[config.mk]
export PLATFORM = sky130hd
export DESIGN_NAME = ipcell_top
export DESIGN_NICKNAME = d
export VERILOG_FILES = /design/src/source/ipcell_cmd_pkg.sv /design/src/source/ipcell_num_pkg.sv /design/src/source/ipcell_op_if.sv /design/src/source/ipcell_fwd_stage.sv /design/src/source/ipcell_mul_pair.sv /design/src/source/ipcell_accum_drain.sv /design/src/source/ipcell_top.sv
export VERILOG_INCLUDE_DIRS = /design/src /design/src/source
export SDC_FILE = /design/constraint.sdc
export NUM_CORES = 1
export LEC_CHECK = 0
export BUFFER_PORTS_ARGS = -buffer_cell sky130_fd_sc_hd__buf_2
export CORE_ASPECT_RATIO = 1.25
export CORE_MARGIN = 1.5
export CORE_UTILIZATION = 35
export DETAILED_ROUTE_END_ITERATION = 8
export PLACE_DENSITY = 0.55
export SKIP_LAST_GASP = 1
export SYNTH_ARGS = -nofsm -noshare
export SYNTH_HDL_FRONTEND = slang
export SYNTH_SLANG_ARGS = --single-unit
[constraint.sdc]
create_clock -name aixh_core_clk2x -period 6.5 [get_ports aixh_core_clk2x]
set_clock_uncertainty 0.05 [all_clocks]
set_input_delay 0.65 -clock aixh_core_clk2x [delete_from_list [all_inputs] [get_ports aixh_core_clk2x]]
set_output_delay 0.65 -clock aixh_core_clk2x [all_outputs]
set_load 0.01 [all_outputs]
[src/source/ipcell_defines.svh]
// Sizing macros for the inner-product cell, included by the packages and the testbench
`ifndef IPCELL_DEFINES_SVH
`define IPCELL_DEFINES_SVH

// ------------------------------------------------------------
// Element and bus sizing
// ------------------------------------------------------------
`define IPCELL_ELEM_BITS   8   // Signed int8 element
`define IPCELL_DWD_ELEMS   4   // Vertical bus carries y0..y3
`define IPCELL_FWD_ELEMS   2   // Horizontal bus carries x0, x1

// ------------------------------------------------------------
// Arithmetic sizing
// ------------------------------------------------------------
`define IPCELL_ACC_BITS    32  // Accumulator and backward chain width
`define IPCELL_MUL_STAGES  3   // mul_en beats from operand reg to product reg

`endif

[src/source/ipcell_cmd_pkg.sv]
// Command word carried along the cell row, with the valid-bit gating used at each cell input
package ipcell_cmd_pkg;

  // Packed in the order the row bus carries it, mul_enable is the MSB
  typedef struct packed {
    logic mul_enable;  // Advance the multiply pipeline
    logic acc_enable;  // Add products into the accumulators
    logic acc_afresh;  // Clear both accumulators
    logic drain_req0;  // Move accumulator 1 into accumulator 0
    logic drain_req1;  // Push accumulator 0 onto the backward chain
  } ipcell_cmd_t;

  // Arithmetic bits follow the data valid, drain bits follow the drain valid
  function automatic ipcell_cmd_t ipcell_cmd_gate(input ipcell_cmd_t cmd,
                                                  input logic        arith_vld,
                                                  input logic        drain_vld);
    ipcell_cmd_t gated;
    gated.mul_enable = cmd.mul_enable & arith_vld;
    gated.acc_enable = cmd.acc_enable & arith_vld;
    gated.acc_afresh = cmd.acc_afresh & arith_vld;
    gated.drain_req0 = cmd.drain_req0 & drain_vld;
    gated.drain_req1 = cmd.drain_req1 & drain_vld;
    return gated;
  endfunction

endpackage

[src/source/ipcell_num_pkg.sv]
// Numeric types of the inner-product cell: elements, buses, pre-add sums, products, accumulators
`include "ipcell_defines.svh"

package ipcell_num_pkg;

  // ------------------------------------------------------------
  // Operand types
  // ------------------------------------------------------------
  typedef logic signed [`IPCELL_ELEM_BITS-1:0] elem_t;      // One int8 element

  typedef elem_t [`IPCELL_DWD_ELEMS-1:0] dwd_dat_t;         // y3..y0, y0 in the low byte
  typedef elem_t [`IPCELL_FWD_ELEMS-1:0] fwd_dat_t;         // x1..x0, x0 in the low byte

  // ------------------------------------------------------------
  // Arithmetic types
  // ------------------------------------------------------------
  // Sum of two int8 needs one extra bit
  typedef logic signed [`IPCELL_ELEM_BITS:0] psum_t;

  // Product of two pre-add sums, 9x9 signed
  typedef logic signed [2*(`IPCELL_ELEM_BITS+1)-1:0] prod_t;

  // Running sum, also the width of the backward chain
  typedef logic signed [`IPCELL_ACC_BITS-1:0] acc_t;

endpackage

[src/source/ipcell_op_if.sv]
// Registered operands and gated command from the forwarding stage to the multiply and accumulate blocks
`timescale 1ns/1ps

interface ipcell_op_if
  import ipcell_num_pkg::*;
();

  elem_t x0;      // Horizontal element 0
  elem_t x1;      // Horizontal element 1
  elem_t y0;      // Vertical elements
  elem_t y1;
  elem_t y2;
  elem_t y3;

  logic  mul_en;  // Stored mul_enable
  logic  acc_en;  // Stored acc_enable
  logic  afresh;  // Stored acc_afresh
  logic  move;    // Stored drain_req0, lane1 to lane0
  logic  drain;   // Stored drain_req1, onto the chain

  // Forwarding stage owns every signal
  modport src     (output x0, x1, y0, y1, y2, y3, mul_en, acc_en, afresh, move, drain);

  // Multiply pipeline sees operands and its stage enable
  modport mul_snk (input  x0, x1, y0, y1, y2, y3, mul_en);

  // Accumulators see only the accumulate and drain controls
  modport acc_snk (input  acc_en, afresh, move, drain);

endinterface

[src/source/ipcell_fwd_stage.sv]
// Gates the row command with the valid bits and registers data and command for the neighbour cells
`timescale 1ns/1ps

module ipcell_fwd_stage
  import ipcell_num_pkg::*;
  import ipcell_cmd_pkg::*;
(
  input  logic        aixh_core_clk2x,
  input  logic        i_rst,

  // Vertical bus
  input  logic [1:0]  i_dwd_vld,   // [0] data and arithmetic, [1] drain
  input  dwd_dat_t    i_dwd_dat,
  output logic [1:0]  o_dwd_vld,
  output dwd_dat_t    o_dwd_dat,

  // Horizontal bus
  input  ipcell_cmd_t i_fwd_cmd,
  input  fwd_dat_t    i_fwd_dat,
  output ipcell_cmd_t o_fwd_cmd,
  output fwd_dat_t    o_fwd_dat,

  ipcell_op_if.src    op           // Same registers, toward the arithmetic
);

  ipcell_cmd_t cmd_gated;          // Command after valid gating

  // ------------------------------------------------------------
  // Command gating
  // ------------------------------------------------------------
  assign cmd_gated = ipcell_cmd_gate(i_fwd_cmd, i_dwd_vld[0], i_dwd_vld[1]);

  // ------------------------------------------------------------
  // Inter-cell pipeline
  // ------------------------------------------------------------
  always_ff @(posedge aixh_core_clk2x) begin
    if (i_rst) begin
      o_dwd_vld <= 2'b00;
      o_fwd_cmd <= '0;
    end else begin
      o_dwd_vld <= i_dwd_vld;      // Valids pass every cycle
      o_fwd_cmd <= cmd_gated;
    end
  end

  // Data holds between valid beats so idle cycles do not toggle the row
  always_ff @(posedge aixh_core_clk2x) begin
    if (i_dwd_vld[0]) begin
      o_dwd_dat <= i_dwd_dat;
      o_fwd_dat <= i_fwd_dat;
    end
  end

  // ------------------------------------------------------------
  // Operand view for the arithmetic
  // ------------------------------------------------------------
  assign op.x0     = o_fwd_dat[0];
  assign op.x1     = o_fwd_dat[1];
  assign op.y0     = o_dwd_dat[0];
  assign op.y1     = o_dwd_dat[1];
  assign op.y2     = o_dwd_dat[2];
  assign op.y3     = o_dwd_dat[3];

  assign op.mul_en = o_fwd_cmd.mul_enable;
  assign op.acc_en = o_fwd_cmd.acc_enable;
  assign op.afresh = o_fwd_cmd.acc_afresh;
  assign op.move   = o_fwd_cmd.drain_req0;
  assign op.drain  = o_fwd_cmd.drain_req1;

  // Row controller sends a move only together with accumulate
  a_move_has_acc: assert property (
    @(posedge aixh_core_clk2x) disable iff (i_rst)
      o_fwd_cmd.drain_req0 |-> o_fwd_cmd.acc_enable
  ) else $error("stored move without accumulate enable");

endmodule

[src/source/ipcell_mul_pair.sv]
// Two-lane pre-add and multiply pipeline, lane0 = (x0+y1)*(x1+y0), lane1 = (x0+y3)*(x1+y2)
`timescale 1ns/1ps

module ipcell_mul_pair
  import ipcell_num_pkg::*;
(
  input  logic        aixh_core_clk2x,
  input  logic        i_rst,

  ipcell_op_if.mul_snk op,         // Registered operands and mul_en

  output prod_t       o_prod0,     // Lane0 product register
  output prod_t       o_prod1      // Lane1 product register
);

  // ------------------------------------------------------------
  // Stage registers
  // ------------------------------------------------------------
  psum_t s1_usum0;                 // x0 + y1
  psum_t s1_usum1;                 // x0 + y3
  elem_t s1_x1;                    // Held for the second pre-add
  elem_t s1_y0;
  elem_t s1_y2;

  psum_t s2_usum0;                 // Delayed to meet the v sums
  psum_t s2_usum1;
  psum_t s2_vsum0;                 // x1 + y0
  psum_t s2_vsum1;                 // x1 + y2

  // Whole pipe stalls together, so items in flight keep their order
  always_ff @(posedge aixh_core_clk2x) begin
    if (i_rst) begin
      s1_usum0 <= '0;
      s1_usum1 <= '0;
      s1_x1    <= '0;
      s1_y0    <= '0;
      s1_y2    <= '0;
      s2_usum0 <= '0;
      s2_usum1 <= '0;
      s2_vsum0 <= '0;
      s2_vsum1 <= '0;
      o_prod0  <= '0;
      o_prod1  <= '0;
    end else if (op.mul_en) begin
      // Stage 1, shared x0 against y1 and y3
      s1_usum0 <= psum_t'(op.x0) + psum_t'(op.y1);
      s1_usum1 <= psum_t'(op.x0) + psum_t'(op.y3);
      s1_x1    <= op.x1;
      s1_y0    <= op.y0;
      s1_y2    <= op.y2;

      // Stage 2, shared x1 against y0 and y2
      s2_usum0 <= s1_usum0;
      s2_usum1 <= s1_usum1;
      s2_vsum0 <= psum_t'(s1_x1) + psum_t'(s1_y0);
      s2_vsum1 <= psum_t'(s1_x1) + psum_t'(s1_y2);

      // Stage 3, 9x9 signed multiply
      o_prod0  <= s2_usum0 * s2_vsum0;
      o_prod1  <= s2_usum1 * s2_vsum1;
    end
  end

endmodule

[src/source/ipcell_accum_drain.sv]
// Lane accumulators with clear and lane1-to-lane0 move, and the registered backward drain chain
`timescale 1ns/1ps

module ipcell_accum_drain
  import ipcell_num_pkg::*;
(
  input  logic        aixh_core_clk2x,
  input  logic        i_rst,

  input  prod_t       i_prod0,     // From the multiply pipe
  input  prod_t       i_prod1,

  ipcell_op_if.acc_snk op,         // acc_en, afresh, move, drain

  // Backward chain, neighbour side and toward the row end
  input  logic        i_bwd_vld,
  input  acc_t        i_bwd_dat,
  output logic        o_bwd_vld,
  output acc_t        o_bwd_dat
);

  acc_t acc0;                      // Lane0 sum, the value that drains
  acc_t acc1;                      // Lane1 sum, reaches the chain through acc0
  logic bwd_take;                  // Chain register loads this cycle

  // ------------------------------------------------------------
  // Accumulators
  // ------------------------------------------------------------
  always_ff @(posedge aixh_core_clk2x) begin
    if (i_rst) begin
      acc0 <= '0;
      acc1 <= '0;
    end else if (op.afresh) begin
      acc0 <= '0;                  // Clear wins over enable and move
      acc1 <= '0;
    end else if (op.acc_en) begin
      acc1 <= acc1 + acc_t'(i_prod1);
      if (op.move) begin
        acc0 <= acc1;              // Lane1 result lines up behind lane0
      end else begin
        acc0 <= acc0 + acc_t'(i_prod0);
      end
    end
  end

  // ------------------------------------------------------------
  // Drain
  // ------------------------------------------------------------
  assign bwd_take = op.drain | i_bwd_vld;

  always_ff @(posedge aixh_core_clk2x) begin
    if (i_rst) begin
      o_bwd_vld <= 1'b0;
    end else begin
      o_bwd_vld <= bwd_take;
    end
  end

  // Upstream results pass first, a local drain in the same cycle is lost
  always_ff @(posedge aixh_core_clk2x) begin
    if (bwd_take) begin
      o_bwd_dat <= i_bwd_vld ? i_bwd_dat : acc0;
    end
  end

  // Row controller never asks for a clear and a move on the same beat
  a_afresh_no_move: assert property (
    @(posedge aixh_core_clk2x) disable iff (i_rst)
      !(op.afresh && op.move)
  ) else $error("afresh and move stored together");

endmodule

[src/source/ipcell_top.sv]
// Inner-product cell top level, one tile of the systolic array with plain neighbour ports
`timescale 1ns/1ps

module ipcell_top
  import ipcell_num_pkg::*;
  import ipcell_cmd_pkg::*;
(
  input  logic        aixh_core_clk2x,
  input  logic        i_rst,

  // ------------------------------------------------------------
  // Vertical interface, from the cell above to the cell below
  // ------------------------------------------------------------
  input  logic [1:0]  i_dwd_vld,   // [0] data, [1] drain
  input  dwd_dat_t    i_dwd_dat,
  output logic [1:0]  o_dwd_vld,
  output dwd_dat_t    o_dwd_dat,

  // ------------------------------------------------------------
  // Horizontal interface, from the left cell to the right cell
  // ------------------------------------------------------------
  input  ipcell_cmd_t i_fwd_cmd,
  input  fwd_dat_t    i_fwd_dat,
  output ipcell_cmd_t o_fwd_cmd,
  output fwd_dat_t    o_fwd_dat,

  // ------------------------------------------------------------
  // Backward chain, results flow against the command
  // ------------------------------------------------------------
  input  logic        i_bwd_vld,
  input  acc_t        i_bwd_dat,
  output logic        o_bwd_vld,
  output acc_t        o_bwd_dat
);

  prod_t prod0;                    // Lane0 product into acc0
  prod_t prod1;                    // Lane1 product into acc1

  ipcell_op_if u_op_if ();         // Operands and gated command

  // Gating and neighbour registers
  ipcell_fwd_stage u_fwd_stage (
    .aixh_core_clk2x (aixh_core_clk2x),
    .i_rst           (i_rst),
    .i_dwd_vld       (i_dwd_vld),
    .i_dwd_dat       (i_dwd_dat),
    .o_dwd_vld       (o_dwd_vld),
    .o_dwd_dat       (o_dwd_dat),
    .i_fwd_cmd       (i_fwd_cmd),
    .i_fwd_dat       (i_fwd_dat),
    .o_fwd_cmd       (o_fwd_cmd),
    .o_fwd_dat       (o_fwd_dat),
    .op              (u_op_if.src)
  );

  // Three-stage pre-add and multiply
  ipcell_mul_pair u_mul_pair (
    .aixh_core_clk2x (aixh_core_clk2x),
    .i_rst           (i_rst),
    .op              (u_op_if.mul_snk),
    .o_prod0         (prod0),
    .o_prod1         (prod1)
  );

  // Accumulate and drain
  ipcell_accum_drain u_accum_drain (
    .aixh_core_clk2x (aixh_core_clk2x),
    .i_rst           (i_rst),
    .i_prod0         (prod0),
    .i_prod1         (prod1),
    .op              (u_op_if.acc_snk),
    .i_bwd_vld       (i_bwd_vld),
    .i_bwd_dat       (i_bwd_dat),
    .o_bwd_vld       (o_bwd_vld),
    .o_bwd_dat       (o_bwd_dat)
  );

endmodule

# Yosys cells after proc, flatten, opt, wreduce, memory -nomap -nowiden
# Cells that the tools add are included.
[totals]
regBits = 266
latch_bits = 0
ramBits = 0
romBits = 0
in_bits = 90
out_inout_bits = 88
elab_cells = 44
n_memories = 0
[classes]
addsub = 6
mul = 2
div = 0
n_lt_le_gt_ge = 0
eq_ne = 0
n_shift = 0
muxes = 2
bitwise = 6
reduce_logical = 1
[op_table]
columns = ["op", "n"]
rows = [
  ["32-bit by 18-bit adder with 32-bit output", 2],
  ["32-bit two-way mux", 2],
  ["8-bit by 8-bit adder with 9-bit output", 4],
  ["9-bit by 9-bit multiplier with 18-bit output", 2],
  ["1-bit AND", 5],
  ["2-bit OR reduction", 1],
  ["1-bit OR", 1],
]

# Longest topological paths before layout
# Gate-level depths: netlist (run 1).
[depth]
depth_word = 2
mapped_depth = 21
ltp_nobuf = 20

# Hierarchy
# Synthesis (run 1) repeated with hierarchy kept, for this count alone.
[unflattened]
cells_unflattened = 2163
area_unflattened_um2 = 20350.8
[modules_own_cells]
columns = ["mod", "n_inst", "cells_each", "area_per_inst_um2", "seq_area_each_um2"]
rows = [
  ["ipcell_mul_pair", 1, 1253, 11263.3, 2282.2],
  ["ipcell_accum_drain", 1, 795, 7051.8, 2262.2],
  ["ipcell_fwd_stage", 1, 115, 2035.7, 1581.5],
]

# Least setup slack after synthesis (run 1)
# No wires, ideal clock.
[synth_path]
path_kind = "reg2reg"
from = "reg u_mul_pair.s2_vsum1[0]"
to = "reg u_mul_pair.o_prod1[16]"
setup_time_ps = 83
arrival_ps = 4900
t_required_ps = 6367
path_slack_ps = 1467
stages_incl_launch_ff = 20
n_path_buf = 1
period_less_slack_ps = 5033
path_cell_list = "dfxtp_1 clkbuf_1 nand2_1 fa_1 inv_1 fa_1 inv_1 fa_1 inv_1 fa_1 ha_1 ha_1 a21o_1 a21oi_2 o31ai_1 and4_1 a2111oi_4 o21bai_1 a2111o_1 o221ai_1"
[synth_via]
elab_chain_cells = 1
[synth_rtl]
columns = ["item", "line", "source"]
rows = [
  ["from (decl)", "ipcell_mul_pair.sv:28", "psum_t s2_vsum1;"],
  ["from (signal assigned)", "ipcell_mul_pair.sv:56", "s2_vsum1 <= psum_t'(s1_x1) + psum_t'(s1_y2);"],
  ["9-bit by 9-bit multiplier with 18-bit output", "ipcell_mul_pair.sv:60", "o_prod1 <= s2_usum1 * s2_vsum1;"],
  ["to (signal assigned)", "ipcell_mul_pair.sv:60", ""],
  ["to (decl)", "ipcell_mul_pair.sv:13", "output prod_t o_prod1"],
]
# No other way between the ends.
# A chain may end at the register's enable or synchronous reset.

# Worst setup path in the final report (run 1)
[layout_path]
from = "reg u_mul_pair.s2_usum1[7]"
to = "reg u_mul_pair.o_prod1[16]"
[layout_via]
elab_chain_cells = 1
[layout_rtl]
columns = ["item", "line", "source"]
rows = [
  ["from (decl)", "ipcell_mul_pair.sv:26", "psum_t s2_usum1;"],
  ["from (signal assigned)", "ipcell_mul_pair.sv:54", "s2_usum1 <= s1_usum1;"],
  ["9-bit by 9-bit multiplier with 18-bit output", "ipcell_mul_pair.sv:60", ""],
]
# No other way between the ends.

==> results of run 1 <==
[worst max-delay path, cell delays in order (launching register included)]
cell       delay [ns]
dfxtp_1          0.52
nand2_1          0.13
fa_1             0.55
inv_1            0.05
fa_1             0.49
inv_1            0.06
fa_1             0.53
inv_1            0.05
fa_1             0.43
ha_1             0.29
ha_1             0.33
a21o_1           0.20
a21oi_2          0.16
o31ai_1          0.09
and4_1           0.24
a2111oi_4        0.37
o21bai_1         0.13
a2111o_1         0.42
o221ai_1         0.08
[Yosys cell counts (all sizes together) (69+ instances only)]
library cell,n,area [sq um]
nor2,190,713
dfxtp,186,3720
inv,180,676
ha,170,2130
fa,146,2920
nand2,146,548
mux2i,125,1250
a21oi,119,607
edfxtp,80,2400
clkbuf,76,285
and2,75,469
xnor2,71,622
o21ai,69,357
[metrics by stage]
step	instance area (sq um)	hold slack [ns]	total power, mW
after floorplan	19800	0.401	2.19
after global placement	21200	0.420	2.35
after detailed placement	21200	0.418	2.36
after CTS	22300	0.131	4.24
after global routing	22300	0.143	4.36
final	22300	0.171	4.16
[final cells by class]
type                       instances  area, sq um  area share
clock inverter                    22          299      0.0134
tap                              742          928      0.0416
inverter                         181          679      0.0305
timing repair buffer             185          948      0.0425
multi-input combinational       1486        12500       0.562
sequential                       266         6130       0.275
clock buffer                      34          776      0.0348
[power groups by stage]
stage / Sequential, mW / Clock (mW) / Combinational, mW
finish: 1.85 / 1.85 / 0.468
global route: 1.86 / 1.97 / 0.527
CTS: 1.85 / 1.92 / 0.478
detailed placement: 1.88 / 0 / 0.476
global placement: 1.88 / 0 / 0.466
floorplan: 1.88 / 0 / 0.310
[sequential cells by signal (all words and copies together) (netlist names), 2 cells and up]
| name | cells |
|---|---|
| u_accum_drain.acc0 | 32 |
| u_accum_drain.acc1 | 32 |
| u_accum_drain.o_bwd_dat | 32 |
| u_mul_pair.o_prod0 | 18 |
| u_mul_pair.o_prod1 | 18 |
| u_mul_pair.s1_usum0 | 9 |
| u_mul_pair.s1_usum1 | 9 |
| u_mul_pair.s2_usum0 | 9 |
| u_mul_pair.s2_usum1 | 9 |
| u_mul_pair.s2_vsum0 | 9 |
| u_mul_pair.s2_vsum1 | 9 |
| u_fwd_stage.op.x0 | 8 |
| u_fwd_stage.op.x1 | 8 |
| u_fwd_stage.op.y0 | 8 |
| u_fwd_stage.op.y1 | 8 |
| u_fwd_stage.op.y2 | 8 |
| u_fwd_stage.op.y3 | 8 |
| u_mul_pair.s1_x1 | 8 |
| u_mul_pair.s1_y0 | 8 |
| u_mul_pair.s1_y2 | 8 |
| u_fwd_stage.o_dwd_vld | 2 |
[routing by layer]
layer	global-route usage	share of wire	routed length, microns
met3	0.0212	0.036	1650
met1	0.184	0.43	19800
met4	0.0514	0.028	1270
met5	0	0	0
met2	0.295	0.50	23100
[logic make-up after synthesis]
| family | Yosys count |
|---|---|
| simple gates | 551 |
| buf+inv | 286 |
| fa+ha+maj | 316 |
| xor+xnor | 101 |
| flops | 266 |
| mux | 159 |
| compound gates | 359 |
[worst max path at each step]
stage,from,to,slack [ns],cells after the start
after CTS,u_mul_pair.s2_usum1[7],u_mul_pair.o_prod1[16],1.23,18
after detailed placement,u_mul_pair.s2_usum1[7],u_mul_pair.o_prod1[16],1.26,18
after floorplan,u_mul_pair.s2_vsum1[0],u_mul_pair.o_prod1[16],1.47,19
after global routing,u_mul_pair.s2_usum1[7],u_mul_pair.o_prod1[16],0.96,18
final,u_mul_pair.s2_usum1[7],u_mul_pair.o_prod1[16],1.25,18
after global placement,u_mul_pair.s2_vsum1[0],u_mul_pair.o_prod1[16],1.35,18
==> flow_metrics.tcl, run 1 <==
set metrics [dict create \
    status "finished, final reports clean" \
    ys_types 79 \
    syn-num-nets 2444 \
    core_sq_mm 0.0559 \
    grt_pass1_vias 14500 \
    fin_crit_ns 5.25 \
    start_util 0.353 \
    setup_slack_ns 1.25 \
    worst_pin_slew_ns 1.08 \
    required_ns 6.94 \
    ys_ff_latch 266 \
    post-place-ws_ns 1.26 \
    crit_type "register to register" \
    layout.cells.non_filler 2916 \
    totalWireLength_mm 45.7 \
    ys_warn_count 0 \
    grt-ovfl-total 0 \
    dp_hpwl_mm 35.5 \
    root_buffer "clkbuf_16" \
    syn_to_final_growth_pct 12.9 \
    cts_buffers 30 \
    drt-initial-drc-count 517 \
    p_int_mw 3.09 \
    post_cts.repair.setup_buffers 0 \
    numClockSinks 266 \
    cts_tree "done" \
    grt_start_max_net_pins 91 \
    cp-start-kind "register" \
    synth_compound_area_frac 0.119 \
    combPwrFrac 0.112 \
    final_common_cell "nor2_1" \
    synth-xor-area-share 0.0448 \
    crit_fanout 10 \
    power_leakage_nw 10.1 \
    setup_viol 0 \
    reg2reg_to "u_mul_pair.o_prod1[16]" \
    syn_area_sq_mm 0.0198 \
    syn_inst 2038 \
    clockPowerShare 0.444 \
    timing.rr.start "u_mul_pair.s2_usum1[7]" \
    fmax_mhz 190 \
    reg2reg_depth 18 \
    routed_via_density 4.91 \
    final_antenna_net_count 0 \
    worst_setup_path_end_kind "register" \
    drive_gt1_frac 0.139 \
    place_congestion 0.849 \
    layout_common_cells "nor2_1, dfxtp_1, inv_1" \
    yosysSeqAreaShare 0.310 \
    slew_headroom 0.280 \
    hp-start "i_dwd_dat[2]" \
    synth_edf_count 80 \
    p_seq_frac 0.443 \
    hold_path_end "u_fwd_stage.op.y0[2]" \
    rows 97 \
    arrival_ns 5.69 \
    rrSetupSlack_ns 1.25 \
    num_vias 14300 \
    antenna_found_initial 0 \
    final_nets 2556 \
    grt_pass1_wl_mm 74.1 \
    ys.flop_type "dfxtp_1" \
    wl_per_cell_microns 15.7 \
    yosys.area_share.simple 0.131 \
    fin_setup_tns_ns 0 \
    min_path_type "input pin to register" \
    grt.total_usage 0.157 \
    cts_resized 0 \
    antenna_cells 0 \
    synth_top_family_by_area "adder cells" \
    die_width_microns 215 \
    path_clk_slew_ns 0.07 \
    synthArstFlopShare 0 \
    rsz0062_at_grt "false" \
    cts_buffer_depth 3 \
    synthMuxAreaShare 0.0829 \
    firstDrtPassIters 5 \
    vdd_drop_max_mv 0.218 \
    min_period_over_period 0.808 \
    power.density_mw_per_mm2 187 \
    clkLatencyLatePin_ns 0.60 \
    drv_slew 0 \
    nFillCells 5532 \
    drc_errors 0 \
    die-area_sq_mm 0.0579 \
    place_inst 2860 \
    max-cap-violations 0 \
    htree_levels 1 \
    hold_viol 0 \
    syn_avg_cell_area_sq_um 9.69 \
    p_switching_mw 1.07 \
    hold_depth 1 \
    cts_hold_buf 0 \
    synthAdderAreaFrac 0.256 \
    die_y_microns 269 \
    final_util 0.398 \
    boundaryPins 178 \
    io_buffers 177 \
    p_sw_frac 0.257 \
]
Power figures use the tool's default switching activity.
==> run 2, diff against run 1 <==
--- a/config.mk
+++ b/config.mk
@@ -6,12 +6,13 @@
 export SDC_FILE = /design/constraint.sdc
 export NUM_CORES = 1
 export LEC_CHECK = 0
+export ABC_AREA = 1
 export BUFFER_PORTS_ARGS = -buffer_cell sky130_fd_sc_hd__buf_2
 export CORE_ASPECT_RATIO = 1.25
 export CORE_MARGIN = 1.5
 export CORE_UTILIZATION = 35
 export DETAILED_ROUTE_END_ITERATION = 8
-export PLACE_DENSITY = 0.55
+export PLACE_DENSITY = 0.54
 export SKIP_LAST_GASP = 1
 export SYNTH_ARGS = -nofsm -noshare
 export SYNTH_HDL_FRONTEND = slang
==> constraint.sdc (replaced) <==
create_clock -name aixh_core_clk2x -period 5.3 [get_ports aixh_core_clk2x]
set_clock_uncertainty 0.05 [all_clocks]
set_input_delay 0.53 -clock aixh_core_clk2x [delete_from_list [all_inputs] [get_ports aixh_core_clk2x]]
set_output_delay 0.53 -clock aixh_core_clk2x [all_outputs]
set_load 0.01 [all_outputs]
==> flow_metrics.tcl, run 2 <==
set metrics [dict create \
    drv_slew 0 \
    grt-ovfl-total 0 \
    path_clk_slew_ns 0.06 \
    totalWireLength_mm 56.1 \
    reg2reg_to "u_mul_pair.o_prod0[15]" \
    firstDrtPassIters 5 \
    synth_compound_area_frac 0.109 \
    yosysSeqAreaShare 0.284 \
    htree_levels 1 \
    rows 101 \
    clkLatencyLatePin_ns 0.59 \
    top_regs "u_accum_drain.acc0: 32 flops, u_accum_drain.acc1: 32 flops, u_accum_drain.o_bwd_dat: 32 flops" \
    layout_common_cells "nand2_1, inv_1, nor2_1" \
    rsz0062_at_grt "false" \
    syn_area_sq_mm 0.0215 \
    path_buf_inv 3 \
    drc_errors 0 \
    hold_depth 1 \
    rrSetupSlack_ns 0.38 \
    max-cap-violations 0 \
    grt_pass1_wl_mm 93.0 \
    final_antenna_net_count 0 \
    layout.cells.non_filler 3904 \
    final_nets 3461 \
    synthTopCellsByCount "nand2_1, inv_1, nor2_1" \
    num_vias 17900 \
    antenna_found_initial 0 \
    hold_viol 0 \
    min_period_over_period 0.929 \
    crit_family "adder cells" \
    post_cts.repair.setup_buffers 0 \
    slew_headroom 0.278 \
    synth.largest_area_cell "dfxtp_1" \
    setup_viol 0 \
    start_util 0.354 \
    routed_via_density 4.59 \
    syn_to_final_growth_pct 12.2 \
    synthAdderAreaFrac 0.234 \
    antenna_cells 0 \
    reg2reg_depth 18 \
    ys_ff_latch 266 \
    cts_tree "done" \
    wl_per_cell_microns 14.4 \
    grt.total_usage 0.182 \
    syn_avg_cell_area_sq_um 7.35 \
    die_y_microns 280 \
    power.density_mw_per_mm2 216 \
    synthTopCellsByArea "dfxtp_1, fa_1, nand2_1" \
    final_common_cell "nand2_1" \
    dp_hpwl_mm 44.8 \
    ys_types 50 \
    die_width_microns 225 \
    root_buffer "clkbuf_16" \
    ys.flop_type "dfxtp_1" \
    cts_buffer_depth 3 \
    crit_fanout 4 \
    status "finished, final reports clean" \
    fin_crit_ns 4.92 \
    synth-xor-area-share 0.0309 \
    min_path_type "input pin to register" \
    grt_pass1_vias 18300 \
    fmax_mhz 203 \
    nFillCells 6488 \
    yosysTopAreaCellShare 0.173 \
    hold_path_end "u_fwd_stage.op.x1[1]" \
    cts_buffers 31 \
    hp-start "i_fwd_dat[9]" \
    grt_start_max_net_pins 102 \
    boundaryPins 178 \
    stdcell_area_sq_mm 0.0242 \
    power_leakage_nw 13.1 \
    place_area_sq_mm 0.0232 \
    ys_warn_count 0 \
    worst_pin_slew_ns 1.08 \
    synthMuxAreaShare 0 \
    hold_ws_ns 0.0649 \
    arrival_ns 5.35 \
    cts_hold_buf 0 \
    worst_setup_path_end_kind "register" \
    crit_type "register to register" \
    synthArstFlopShare 0 \
    timing.rr.start "u_mul_pair.s2_vsum0[8]" \
    place_inst 3846 \
    cts_resized 0 \
    die-area_sq_mm 0.0631 \
    slowest_stage "fa_1" \
    seq_area_sq_mm 0.00613 \
    required_ns 5.73 \
    fin_setup_tns_ns 0 \
    core_sq_mm 0.0608 \
    drt-initial-drc-count 778 \
    place_congestion 0.920 \
    cp-start-kind "register" \
    synth_top_family_by_area "adder cells" \
    syn_inst 2931 \
    drive_gt1_frac 0.105 \
    synth.most_common_cell "nand2_1" \
    synth_edf_count 80 \
    io_buffers 177 \
    numClockSinks 266 \
    multi_input_area_sq_mm 0.0129 \
    vdd_drop_max_mv 0.253 \
    yosys.area_share.simple 0.225 \
    slowest_delay_ns 0.57 \
    crit_top_cell "fa_1" \
    crit_chain "clkinv_1 -> or2_2 -> fa_1 -> fa_1 -> inv_1 -> fa_1 -> fa_1 -> fa_1 -> ha_1 -> nand3_1 -> nand2_1 -> a21boi_2 -> o21ai_0 -> nand3_1 -> nand3_1 -> nand3_1 -> nand2_1 -> inv_1" \
    syn-num-nets 3337 \
]
-- run 2: cell types whose count changed after synthesis, sizes merged, moves of 34 or more --
cell	previous run	this run
xnor2	71	17
nand3	24	123
a21oi	119	215
inv	180	547
nor2	190	289
nand2	146	716
o21ai	69	176
mux2i	125	0
mux2	34	0
and2	75	5
-- run 2: final cells by class --
class,count,area share
multi-input combinational,2007,0.534
sequential,266,0.254
inverter,550,0.0855
timing repair buffer,199,0.0435
tap,824,0.0427
clock buffer,45,0.0368
clock inverter,13,0.00445
-- run 2: metrics by stage --
step,power (mW),utilization,worst slack [ns]
2_1_floorplan,2.89,-,0.513
4_1_cts,5.33,0.398,0.324
5_1_grt,5.52,0.398,0.0131
6_report,5.23,0.398,0.378
3_5_place_dp,3.17,0.381,0.346
3_3_place_gp,3.17,0.381,0.363
-- run 2: worst max path at each step --
| stage | cells after the start | slack [ns] | from | endpoint |
|---|---|---|---|---|
| after CTS | 18 | 0.32 | u_mul_pair.s2_vsum0[8] | u_mul_pair.o_prod0[15] |
| after floorplan | 19 | 0.51 | u_mul_pair.s2_vsum0[8] | u_mul_pair.o_prod0[15] |
| after global routing | 18 | 0.01 | u_mul_pair.s2_vsum0[8] | u_mul_pair.o_prod0[15] |
| after global placement | 18 | 0.36 | u_mul_pair.s2_vsum0[8] | u_mul_pair.o_prod0[15] |
| after detailed placement | 18 | 0.35 | u_mul_pair.s2_vsum0[8] | u_mul_pair.o_prod0[15] |
| final | 18 | 0.38 | u_mul_pair.s2_vsum0[8] | u_mul_pair.o_prod0[15] |
-- run 2: cell families after synthesis --
group,Yosys count
buffers and inverters,658
DFF,266
adders and majority gates,316
and+or+nand+nor,1179
xor gates and xnor gates,76
AOI/OAI and AO/OA,436
-- run 2: layer usage --
metal / global-route usage / vias to the layer above / part of all wire
met1: 0.221 / 8126 / 0.44
li1: - / 9401 / -
met5: 0 / - / 0
met3: 0.0230 / 87 / 0.037
met2: 0.330 / 311 / 0.49
met4: 0.0585 / 0 / 0.032
-- run 2: worst register-to-register path, cell delays in order, from the launching register on --
cell      delay, ns
dfxtp_1        0.39
clkinv_1       0.10
or2_2          0.29
fa_1           0.51
fa_1           0.54
inv_1          0.05
fa_1           0.50
fa_1           0.57
fa_1           0.42
ha_1           0.36
nand3_1        0.09
nand2_1        0.16
a21boi_2       0.08
o21ai_0        0.26
nand3_1        0.14
nand3_1        0.09
nand3_1        0.07
nand2_1        0.10
inv_1          0.03
-- run 2: power breakdown --
group / total, mW / leakage (nW) / internal (mW) / switching (mW)
clock: 2.11 / 0.493 / 1.22 / 0.898
combinational: 0.800 / 10.3 / 0.304 / 0.496
sequential: 2.32 / 2.32 / 2.22 / 0.101
total: 5.23 / 13.1 / 3.74 / 1.49
